<file path="config.mk">
export PLATFORM = sky130hd
export DESIGN_NAME = warp_scheduler
export DESIGN_NICKNAME = d
export VERILOG_FILES = /design/src/gpu_core_pkg.sv /design/src/warp_scheduler.sv
export SDC_FILE = /design/constraint.sdc
export NUM_CORES = 1
export LEC_CHECK = 0
export BUFFER_PORTS_ARGS = -buffer_cell sky130_fd_sc_hd__buf_2
export CAP_MARGIN = 15
export CORE_UTILIZATION = 50
export CTS_CLUSTER_SIZE = 16
export DETAILED_ROUTE_END_ITERATION = 10
export GPL_TIMING_DRIVEN = 1
export PLACE_DENSITY = 0.79
export SLEW_MARGIN = 5
export SYNTH_ARGS = -nofsm -noshare
export SYNTH_HDL_FRONTEND = slang
export SYNTH_SLANG_ARGS = --single-unit
export TNS_END_PERCENT = 20
</file>
<file path="constraint.sdc">
create_clock -name clk -period 5.15 [get_ports clk]
set_input_delay 0.2575 -clock clk [delete_from_list [all_inputs] [get_ports clk]]
set_output_delay 0.2575 -clock clk [all_outputs]
set_load 0.05 [all_outputs]
</file>
<file path="src/gpu_core_pkg.sv">
package gpu_core_pkg;

    localparam int WARP_COUNT = 2;
    localparam int LANE_COUNT = 4;
    localparam int DATA_WIDTH = 16;
    localparam int REG_COUNT = 16;
    localparam int IMEM_ADDR_WIDTH = 8;

    // Read-only id registers inside each thread's register set
    localparam int WARP_ID_REG = 14;
    localparam int THREAD_ID_REG = 15;

    // Data words double as data memory addresses
    typedef logic [DATA_WIDTH-1:0] data_t;
    typedef logic [IMEM_ADDR_WIDTH-1:0] imem_addr_t;

    // opcode 15:12, rd 11:8, rs1 7:4, rs2 or immediate 3:0
    typedef logic [15:0] instruction_t;
    typedef logic [$clog2(REG_COUNT)-1:0] reg_addr_t;
    typedef logic [$clog2(WARP_COUNT)-1:0] warp_id_t;

    typedef enum logic [3:0] {
        OP_ADD   = 4'd0,
        OP_SUB   = 4'd1,
        OP_MUL   = 4'd2,
        OP_AND   = 4'd3,
        OP_ADDI  = 4'd4,
        OP_STORE = 4'd5,
        OP_HALT  = 4'd15
    } opcode_t;

    typedef enum logic [2:0] {
        WARP_IDLE,
        WARP_FETCH,
        WARP_DECODE,
        WARP_EXECUTE,
        WARP_STORE_WAIT,
        WARP_UPDATE,
        WARP_DONE
    } warp_state_t;

    typedef enum logic [1:0] {FETCH_IDLE, FETCH_REQUEST, FETCH_DONE} fetch_state_t;

    typedef enum logic {STORE_IDLE, STORE_REQUEST} store_state_t;

endpackage

</file>
<file path="src/warp_scheduler.sv">
`timescale 1ns/1ps

module warp_scheduler import gpu_core_pkg::*; (
    input  logic                      clk,
    input  logic                      reset,
    input  logic                      start,
    input  logic [$bits(warp_id_t):0] num_warps,
    input  imem_addr_t                base_address,
    input  fetch_state_t              fetch_state [WARP_COUNT],
    input  opcode_t                   opcode [WARP_COUNT],
    input  logic [LANE_COUNT-1:0]     store_busy,
    output warp_state_t               warp_state [WARP_COUNT],
    output imem_addr_t                pc [WARP_COUNT],
    output warp_id_t                  current_warp,
    output logic                      done
);

    logic [WARP_COUNT-1:0] active;
    logic                  core_idle;
    logic                  all_done;
    warp_id_t              next_warp;

    // Warps that can use the lanes right now
    function automatic logic schedulable(warp_state_t s);
        return s inside {WARP_DECODE, WARP_EXECUTE, WARP_STORE_WAIT, WARP_UPDATE};
    endfunction

    always_comb begin
        core_idle = 1'b1;
        all_done = |active;
        for (int i = 0; i < WARP_COUNT; i++) begin
            if (warp_state[i] != WARP_IDLE) core_idle = 1'b0;
            if (active[i] && warp_state[i] != WARP_DONE) all_done = 1'b0;
        end
    end

    // Walk backwards so the nearest warp in round-robin order wins
    always_comb begin
        next_warp = current_warp;
        for (int k = WARP_COUNT - 1; k >= 1; k--) begin
            if (schedulable(warp_state[(int'(current_warp) + k) % WARP_COUNT]))
                next_warp = warp_id_t'((int'(current_warp) + k) % WARP_COUNT);
        end
    end

    always_ff @(posedge clk) begin
        if (reset) begin
            active <= '0;
            current_warp <= '0;
            done <= 1'b0;
            for (int i = 0; i < WARP_COUNT; i++) begin
                warp_state[i] <= WARP_IDLE;
                pc[i] <= '0;
            end
        end else if (start && core_idle) begin
            current_warp <= '0;
            for (int i = 0; i < WARP_COUNT; i++) begin
                if (i < num_warps) begin
                    active[i] <= 1'b1;
                    warp_state[i] <= WARP_FETCH;
                    pc[i] <= base_address;
                end
            end
        end else begin
            done <= done || all_done;

            if (warp_state[current_warp] inside {WARP_UPDATE, WARP_DONE})
                current_warp <= next_warp;

            for (int i = 0; i < WARP_COUNT; i++) begin
                // Fetch completes in parallel, the rest only for the current warp
                if (warp_state[i] == WARP_FETCH) begin
                    if (fetch_state[i] == FETCH_DONE) warp_state[i] <= WARP_DECODE;
                end else if (warp_id_t'(i) == current_warp) begin
                    case (warp_state[i])
                        WARP_DECODE: warp_state[i] <= WARP_EXECUTE;
                        WARP_EXECUTE: begin
                            warp_state[i] <= (opcode[i] == OP_STORE) ? WARP_STORE_WAIT
                                                                     : WARP_UPDATE;
                        end
                        WARP_STORE_WAIT: begin
                            if (!(|store_busy)) warp_state[i] <= WARP_UPDATE;
                        end
                        WARP_UPDATE: begin
                            if (opcode[i] == OP_HALT) begin
                                warp_state[i] <= WARP_DONE;
                            end else begin
                                pc[i] <= pc[i] + 1'b1;
                                warp_state[i] <= WARP_FETCH;
                            end
                        end
                        default: ;
                    endcase
                end
            end
        end
    end

    // Round-robin must never land on a warp that was not launched
    a_current_warp_active: assert property (@(posedge clk) disable iff (reset)
        (|active && !done) |-> active[current_warp]);

endmodule
</file>
==> results of run 1 <==
[stage by stage]
stage / setup WS (ns) / power (mW) / cells
after floorplan: 3.02 / 0.668 / 220
after global placement: 2.64 / 0.742 / 301
after detailed placement: 2.51 / 0.746 / 301
after CTS: 2.49 / 0.851 / 305
after global routing: 2.17 / 0.917 / 305
final: 2.47 / 0.855 / 305
[power groups by stage]
stage / Clock [mW] / Combinational (mW) / Sequential, mW
global route: 0.113 / 0.496 / 0.308
detailed placement: 0 / 0.443 / 0.303
finish: 0.105 / 0.450 / 0.300
CTS: 0.108 / 0.445 / 0.298
floorplan: 0 / 0.289 / 0.379
global placement: 0 / 0.439 / 0.303
[logic make-up (layout without fill, tap and decap cells)]
family | after synthesis | count (layout) | synth area share (%)
buffers and inverters | 21 | 62 | 6.31
xor gates and xnor gates | 2 | 2 | 1.05
adders and majority gates | 2 | 2 | 1.50
muxes | 1 | 1 | 0.601
and+or+nand+nor | 89 | 89 | 27.9
AOI/OAI and AO/OA | 79 | 79 | 31.4
DFF | 26 | 26 | 31.3
[cells in the final DEF, fill, tap and decap left out, drive strengths merged, types with 2 or more instances in the layout]
cell / Yosys / routed
and3: 4 / 4
o22ai: 2 / 2
o41ai: 3 / 3
a311oi: 5 / 5
a2111oi: 3 / 3
nand3: 14 / 14
nor3: 3 / 3
nor2: 21 / 21
o31ai: 6 / 6
inv: 6 / 6
buf: 10 / 52
a22o: 2 / 2
o31a: 3 / 3
and2: 7 / 7
nor2b: 4 / 4
a31oi: 3 / 3
nand2: 22 / 22
clkbuf: 5 / 4
dfxtp: 26 / 26
nor3b: 2 / 2
nand4: 4 / 4
o21ai: 21 / 21
a21oi: 21 / 21
ha: 2 / 2
o211ai: 2 / 2
[critical path, cell delays in order, from the launching register on]
cell	delay, ns
dfxtp_1	0.45
nor4b_2	0.82
and2_1	0.83
o31a_1	0.28
o21ai_0	0.09
o21ai_0	0.15
[routing by layer]
metal  part of all wire (%)  GRT usage [%]  vias to the layer above
met5                      0              0                        -
li1                       -              -                      905
met4                   0.46           5.98                        0
met1                     48           36.2                      807
met3                    7.5           4.11                        2
met2                     44           37.1                       73
[worst max-delay path by stage]
stage	from	cells after the start	slack (ns)	endpoint
6_report	warp_state[4]	5	2.47	warp_state[4]
5_1_grt	warp_state[4]	5	2.17	warp_state[3]
4_1_cts	warp_state[4]	5	2.49	warp_state[4]
3_5_place_dp	warp_state[4]	5	2.51	warp_state[4]
3_3_place_gp	warp_state[4]	5	2.64	warp_state[3]
2_1_floorplan	warp_state[3]	5	3.02	warp_state[3]
[area by class of cell]
class / count / area [um^2]
multi-input cells: 173 / 1040
inverters: 6 / 22.5
well taps: 44 / 55.1
fillers: 310 / 1170
flip-flops and latches: 26 / 520
clock buffers: 4 / 36.3
repair buffers: 52 / 260
[registers in the layout, indices dropped and copies added (netlist names)]
signal        count
pc               16
warp_state        6
active            2
current_warp      1
done              1
==> results.yml, run 1 <==
synth:
  ys_ff_latch: 26
  synth_top_area_share_pct: 31.3
  ys_seq_area_share_pct: 31.3
  ys_warn_count: 0
  netlist_area_um2: 1670
  syn-num-nets: 251
  synth_top_area_cell: "dfxtp_1"
  synth_most_common_cell: "dfxtp_1"
  syn_area_per_cell_um2: 7.57
  synthTopCellsByCount: "dfxtp_1 (26), nand2_1 (22), a21oi_1 (21), nor2_1 (21), o21ai_0 (21)"
  synthFlopType: "dfxtp_1"
  ys_async_sr_fraction_pct: 0
  synthTopCellsByArea: "dfxtp_1 (31%), a21oi_1 (6.3%), o21ai_0 (6.3%)"
  synth_edf_count: 0
  synthesis.instances: 220
  yosys.cell_types.count: 52
global_routing:
  grt_pass1_wl_um: 6740
  track_usage_pct: 24.5
  grt.overflow.total: 0
  grt_pass1_vias: 1473
  grt_max_degree: 28
  antenna_found_initial: 0
floorplan:
  ioPinCount: 53
  die_y_um: 59.7
  die_area_um2: 3570
  core-area_um2: 3100
  row_count: 20
  start_util_pct: 53.7
  die_w_um: 59.7
worst_setup_path:
  start_kind: "flip-flop"
  cp.required_ns: 5.42
  ff2ff_setup_slack_ns: 2.47
  critical_path_class: "reg2reg"
  arrival_ns: 2.95
  reg2regPathDepth: 5
  r2r_end: "warp_state[4]"
  cp_max_fo: 26
  cp-end-kind: "flip-flop"
  reg2reg_from: "warp_state[4]"
timing:
  setup_viol: 0
  max_freq_mhz: 373
  rsz0062_at_grt: "no"
  drv_slew: 0
  min_period_over_period_pct: 52.0
  whs_ns: 0.199
  setup_tns_ns: 0
  worst_pin_slew_ns: 0.893
  finClkSkew_ns: 0.0177
  finalHoldViolations: 0
  finalCriticalPeriod_ns: 2.68
  slew_headroom_pct: 40.3
pwr:
  power.share.sequential_pct: 35.0
  p_switching_uw: 433
  switching_share_pct: 50.7
  clkPwrFrac_pct: 12.3
  p_leak_nw: 0.776
  internal_power_uw: 422
  power_density_nw_per_um2: 442
  power_frac_comb_pct: 52.6
  ir_worst_vdd_mv: 0.277
route:
  finalWirelength_um: 4120
  ant_nets: 0
  avgRoutedWirePerCell_um: 13.5
  vias: 1787
  first_pass_iters: 4
  drtIter0Drc: 133
  drc: 0
  vias_per_cell: 5.86
clock_tree:
  clkSinkCount: 26
  path_clk_slew_ns: 0.15
  numCtsBuffers: 3
  worstSkewPairLatency_ns: 0.33
  post_cts_buffers: 0
  root_buffer: "clkbuf_4"
  cts_max_path_buffers: 2
  cts-hold-fix-buffers: 0
  h-tree-depth: 1
  cts_resized: 0
  cts_tree: "yes"
place:
  gp_congestion: 0.872
  io_buffers: 52
  placed_area_um2: 1900
  place_hpwl_um: 2980
finish:
  syn_to_final_growth_pct: 16.2
  fin_util_pct: 62.3
  final_layout_size_suffix_gt1_share_pct: 24.5
  antenna_cells: 0
  nets: 293
  fin_area_um2: 1930
min_path:
  min_from: "base_address[1]"
  holdPathEnd: "pc[1]"
  hp-class: "in2reg"
  hold_path_depth: 3
run:
  drv_cap: 0
run_status:
  outcome: "finished clean"
Power figures use the tool's default switching activity.
==> run 2: changes to the inputs <==
CORE_UTILIZATION = 46   (was 50)
PLACE_DENSITY = 0.76   (was 0.79)
clock period = 2.2 ns   (was 5.15 ns; I/O delays follow)
==> run 2 against run 1 <==
  * Final cell count grew 3.9%
  * Wire length grew 3.0%
  * Fmax grew 49%
  * Hold slack lost 0.13 ns
  * Clock-buffer cell count shrank 1
  * Critical path depth grew 1
  * Global-route usage shrank 2.2 points
  * Power grew 140%
  * Worst setup slack lost 2.1 ns
  * Clock skew shrank 0.016 ns
  * Largest cell class unchanged
==> results.yml, run 2 (synthesis gave the netlist of run 1 again) <==
finish:
  final_layout_size_suffix_gt1_share_pct: 27.3
  layout_common_cells: "buf_2 (52), dfxtp_1 (26), nand2_1 (22)"
  nFillCells: 308
  layout_commonest_cell: "buf_2"
  final-seq-area_um2: 520
  largest_register_ffs: 16
  antenna_cells: 0
  fin_area_um2: 2010
  top_regs: "pc: 16 flops, warp_state: 6 flops, active: 2 flops"
  nets: 304
  multi_input_area_um2: 1040
  regMostFlops: "pc"
  syn_to_final_growth_pct: 20.4
  fin_util_pct: 59.2
worst_setup_path:
  cp-end-kind: "flip-flop"
  cp_cell_sequence: "buf_4, nor2b_1, nand4b_1, nand2_1, nor2_1, a311oi_1"
  start_kind: "flip-flop"
  reg2reg_from: "warp_state[5]"
  cpPeakStageDelay_ns: 0.45
  arrival_ns: 2.04
  crit_family: "simple AND/OR/NAND/NOR gates"
  reg2regPathDepth: 6
  ff2ff_setup_slack_ns: 0.40
  r2r_end: "pc[9]"
  critical_path_class: "reg2reg"
  critical_path_buf_inv_count: 1
  cp_slowest_cell: "dfxtp_1"
  cp.required_ns: 2.44
  cp_max_fo: 11
timing:
  setup_tns_ns: 0
  drv_slew: 0
  finClkSkew_ns: 0.00150
  min_period_over_period_pct: 81.6
  max_freq_mhz: 557
  finalCriticalPeriod_ns: 1.80
  whs_ns: 0.0689
  worst_pin_slew_ns: 0.501
  setup_viol: 0
  rsz0062_at_grt: "no"
  slew_headroom_pct: 66.6
  finalHoldViolations: 0
global_routing:
  track_usage_pct: 22.3
  grt_pass1_vias: 1628
  grt.overflow.total: 0
  grt_max_degree: 28
  grt_pass1_wl_um: 7210
  antenna_found_initial: 0
route:
  drc: 0
  vias_per_cell: 5.87
  first_pass_iters: 6
  drtIter0Drc: 137
  ant_nets: 0
  finalWirelength_um: 4240
  avgRoutedWirePerCell_um: 13.4
  vias: 1862
run_status:
  outcome: "finished clean"
pwr:
  internal_power_mw: 1.03
  power_frac_comb_pct: 58.9
  power.share.sequential_pct: 31.1
  p_switching_mw: 1.02
  switching_share_pct: 49.8
  p_leak_nw: 0.826
  clkPwrFrac_pct: 9.9
  ir_worst_vdd_mv: 0.508
  power_density_nw_per_um2: 1020
floorplan:
  row_count: 21
  die_area_um2: 3870
  die_w_um: 62.2
  start_util_pct: 49.1
  die_y_um: 62.2
  ioPinCount: 53
  core-area_um2: 3390
clock_tree:
  cts-hold-fix-buffers: 0
  h-tree-depth: 1
  numCtsBuffers: 3
  path_clk_slew_ns: 0.14
  clkSinkCount: 26
  cts_max_path_buffers: 2
  cts_tree: "yes"
  cts_resized: 0
  post_cts_buffers: 0
  worstSkewPairLatency_ns: 0.31
  root_buffer: "clkbuf_4"
place:
  io_buffers: 52
  gp_congestion: 0.879
  placed_area_um2: 1980
  place_hpwl_um: 3210
min_path:
  hp-class: "in2reg"
  min_from: "base_address[1]"
  holdPathEnd: "pc[9]"
  hold_path_depth: 3
run:
  drv_cap: 0
## run 2: cell types whose count changed in the layout (fill, tap and decap cells not counted)
cell / before / now
clkbuf_8: 1 / 0
buf_4: 0 / 11
## run 2: worst reg2reg max path, stage by stage, from the launching register on
cell	delay, ns
dfxtp_1	0.45
buf_4	0.17
nor2b_1	0.27
nand4b_1	0.19
nand2_1	0.34
nor2_1	0.08
a311oi_1	0.23
## run 2: how the worst max path moves through the flow
stage               slack [ns]             to  cells after the start     startpoint
finish                    0.40          pc[9]                      6  warp_state[5]
global route              0.22          pc[9]                      6  warp_state[5]
CTS                       0.40          pc[9]                      6  warp_state[5]
detailed placement        0.41          pc[9]                      6  warp_state[5]
global placement          0.46  warp_state[3]                      5  warp_state[4]
floorplan                 0.07  warp_state[3]                      5  warp_state[3]
## run 2: stage by stage
stage	std cells	power, mW	setup slack (ns)
floorplan	220	1.56	0.0741
global placement	314	1.83	0.458
detailed placement	314	1.85	0.414
CTS	317	2.04	0.402
global route	317	2.20	0.222
finish	317	2.04	0.404
## run 2: layout make-up
cell class              count  area share [%]
clock buffers               3            1.12
inverters                   6            1.12
multi-input cells         173            51.8
flip-flops and latches     26            26.0
well taps                  46            2.87
repair buffers             63            17.1
## run 2: routing by layer
layer	wire [um]	up-vias	track usage [%]	share of wire, %
met1	1860	833	28.6	44
met4	106	0	11.0	2.5
met2	2010	86	37.0	47
met5	0	-	0	0
li1	-	930	-	-
met3	258	13	2.76	6.1
## run 2: power by group through the flow
stage	combinational (mW)	clock [mW]	sequential [mW]
finish	1.21	0.203	0.637
global route	1.32	0.228	0.651
CTS	1.20	0.205	0.637
detailed placement	1.20	0	0.648
global placement	1.18	0	0.647
floorplan	0.677	0	0.887
==> run 3: changes to the inputs <==
CORE_UTILIZATION = 50   (was 46)
PLACE_DENSITY = 0.79   (was 0.76)
clock period = 1.8 ns   (was 2.2 ns; I/O delays follow)
==> run 3 against run 2 <==
  * Combinational power up 31%
  * Hold slack lost 0.041 ns
  * Fmax rose by 1.3%
  * First-iteration DRC count grew 32%
  * Critical path type unchanged
  * Highest routed layer unchanged
==> results.yml, run 3 (synthesis gave the netlist of run 1 again) <==
finish:
  regMostFlops: "pc"
  top_regs: "pc: 16 flops, warp_state: 6 flops, active: 2 flops"
  syn_to_final_growth_pct: 25.4
  final_cell_count_no_fill: 321
  nets: 309
  largest_register_ffs: 16
  multi_input_area_um2: 1070
  layout_commonest_cell: "buf_2"
  fin_util_pct: 67.3
  final_layout_size_suffix_gt1_share_pct: 31.8
  final-seq-area_um2: 534
  layout_common_cells: "buf_2 (52), nand2_1 (22), a21oi_1 (21), nor2_1 (21)"
  nFillCells: 290
  antenna_cells: 0
route:
  drc: 0
  vias: 1868
  finalWirelength_um: 4330
  drtIter0Drc: 181
  first_pass_iters: 4
  ant_nets: 0
  vias_per_cell: 5.82
  avgRoutedWirePerCell_um: 13.5
clock_tree:
  numCtsBuffers: 3
  root_buffer: "clkbuf_4"
  cts_max_path_buffers: 2
  path_clk_slew_ns: 0.15
  worstSkewPairLatency_ns: 0.33
  h-tree-depth: 1
  post_cts_buffers: 0
  cts_tree: "yes"
  clkSinkCount: 26
timing:
  max_freq_mhz: 564
  min_period_over_period_pct: 98.5
  finClkSkew_ns: 0.0181
  slew_headroom_pct: 65.2
  rsz0062_at_grt: "yes"
  drv_slew: 0
  finalHoldViolations: 0
  setup_tns_ns: 0
  finalCriticalPeriod_ns: 1.77
  setup_viol: 0
  worst_pin_slew_ns: 0.522
floorplan:
  core-area_um2: 3100
  die_y_um: 59.7
  ioPinCount: 53
  die_area_um2: 3570
  die_w_um: 59.7
  start_util_pct: 53.7
  row_count: 20
pwr:
  switching_share_pct: 49.1
  clkPwrFrac_pct: 9.8
  internal_power_mw: 1.35
  power_density_nw_per_um2: 1270
  power_frac_comb_pct: 59.5
  ir_worst_vdd_mv: 0.840
  power.share.sequential_pct: 30.6
  p_leak_nw: 0.863
  p_switching_mw: 1.30
worst_setup_path:
  start_kind: "flip-flop"
  cp_max_fo: 11
  arrival_ns: 2.02
  critical_path_class: "reg2reg"
  cp.required_ns: 2.05
  cp-end-kind: "flip-flop"
global_routing:
  grt.overflow.total: 0
  track_usage_pct: 25.0
  grt_max_degree: 28
  grt_pass1_vias: 1554
  antenna_found_initial: 0
  grt_pass1_wl_um: 6810
place:
  io_buffers: 52
  gp_congestion: 0.908
  place_inst: 317
  place_hpwl_um: 3120
run_status:
  outcome: "finished clean"
min_path:
  hp-class: "in2reg"
run:
  drv_cap: 0
-- run 3: cell types whose count changed in the layout (fill, tap and decap cells not counted), moves of 2 or more --
cell,delta
o21ai_0,-2
dfxtp_2,+5
dfxtp_1,-7
buf_4,+4
dfxtp_4,+2
o21ai_1,+2
-- run 3: final cells by class --
| cell class | instances | area share (%) |
|---|---|---|
| inverter | 6 | 1.08 |
| clock buffer | 3 | 1.08 |
| timing repair buffer | 68 | 18.4 |
| multi-input combinational | 173 | 51.0 |
| tap | 44 | 2.64 |
| clock inverter | 1 | 0.180 |
| sequential | 26 | 25.6 |
-- run 3: through the flow --
step,setup WS (ns),cell area (um^2),hold slack (ns),power [mW]
finish,0.0269,2090,0.0274,2.65
global route,-0.0422,2090,0.0373,2.84
CTS,0.0519,2080,0.0259,2.61
detailed placement,0.0229,2040,0.393,2.33
global placement,0.0904,2040,0.397,2.32
floorplan,-0.0338,1690,0.265,1.94
-- run 3: layer usage --
metal / up-vias / GRT usage, % / share of wire (%)
met3: 6 / 4.76 / 6.3
met5: - / 0 / 0
met1: 856 / 36.3 / 47
met4: 0 / 7.64 / 1.2
li1: 937 / - / -
met2: 69 / 37.1 / 45
-- run 3: power by group through the flow --
stage                     combinational (mW)  sequential [mW]  clock, mW
after floorplan                        0.840             1.10          0
after global placement                  1.51            0.813          0
after detailed placement                1.51            0.817          0
after CTS                               1.53            0.809      0.268
after global routing                    1.72            0.832      0.292
final                                   1.58            0.810      0.260
-- run 3: worst paths after layout --
check                        from             to  slack, ns  depth (start not counted)
setup / recovery    warp_state[4]  warp_state[3]       0.03                          5
hold / removal    base_address[1]          pc[1]       0.03                          3
setup reg to reg    warp_state[4]  warp_state[3]       0.03                          5
hold reg to reg              done           done       0.46                          2
-- run 3: critical path, stage by stage (launching register included) --
cell	delay [ns]
dfxtp_2	0.37
buf_4	0.17
or3b_1	0.38
and2_4	0.18
o31a_1	0.31
o31a_1	0.28
-- run 3: what timing repair did --
item                                   4_1_cts  5_1_grt
gates resized for setup                      1        5
hold buffers                                 0        0
setup endpoints to repair                    1       12
endpoints found under the hold margin        0        0
pin swaps                                    0        1
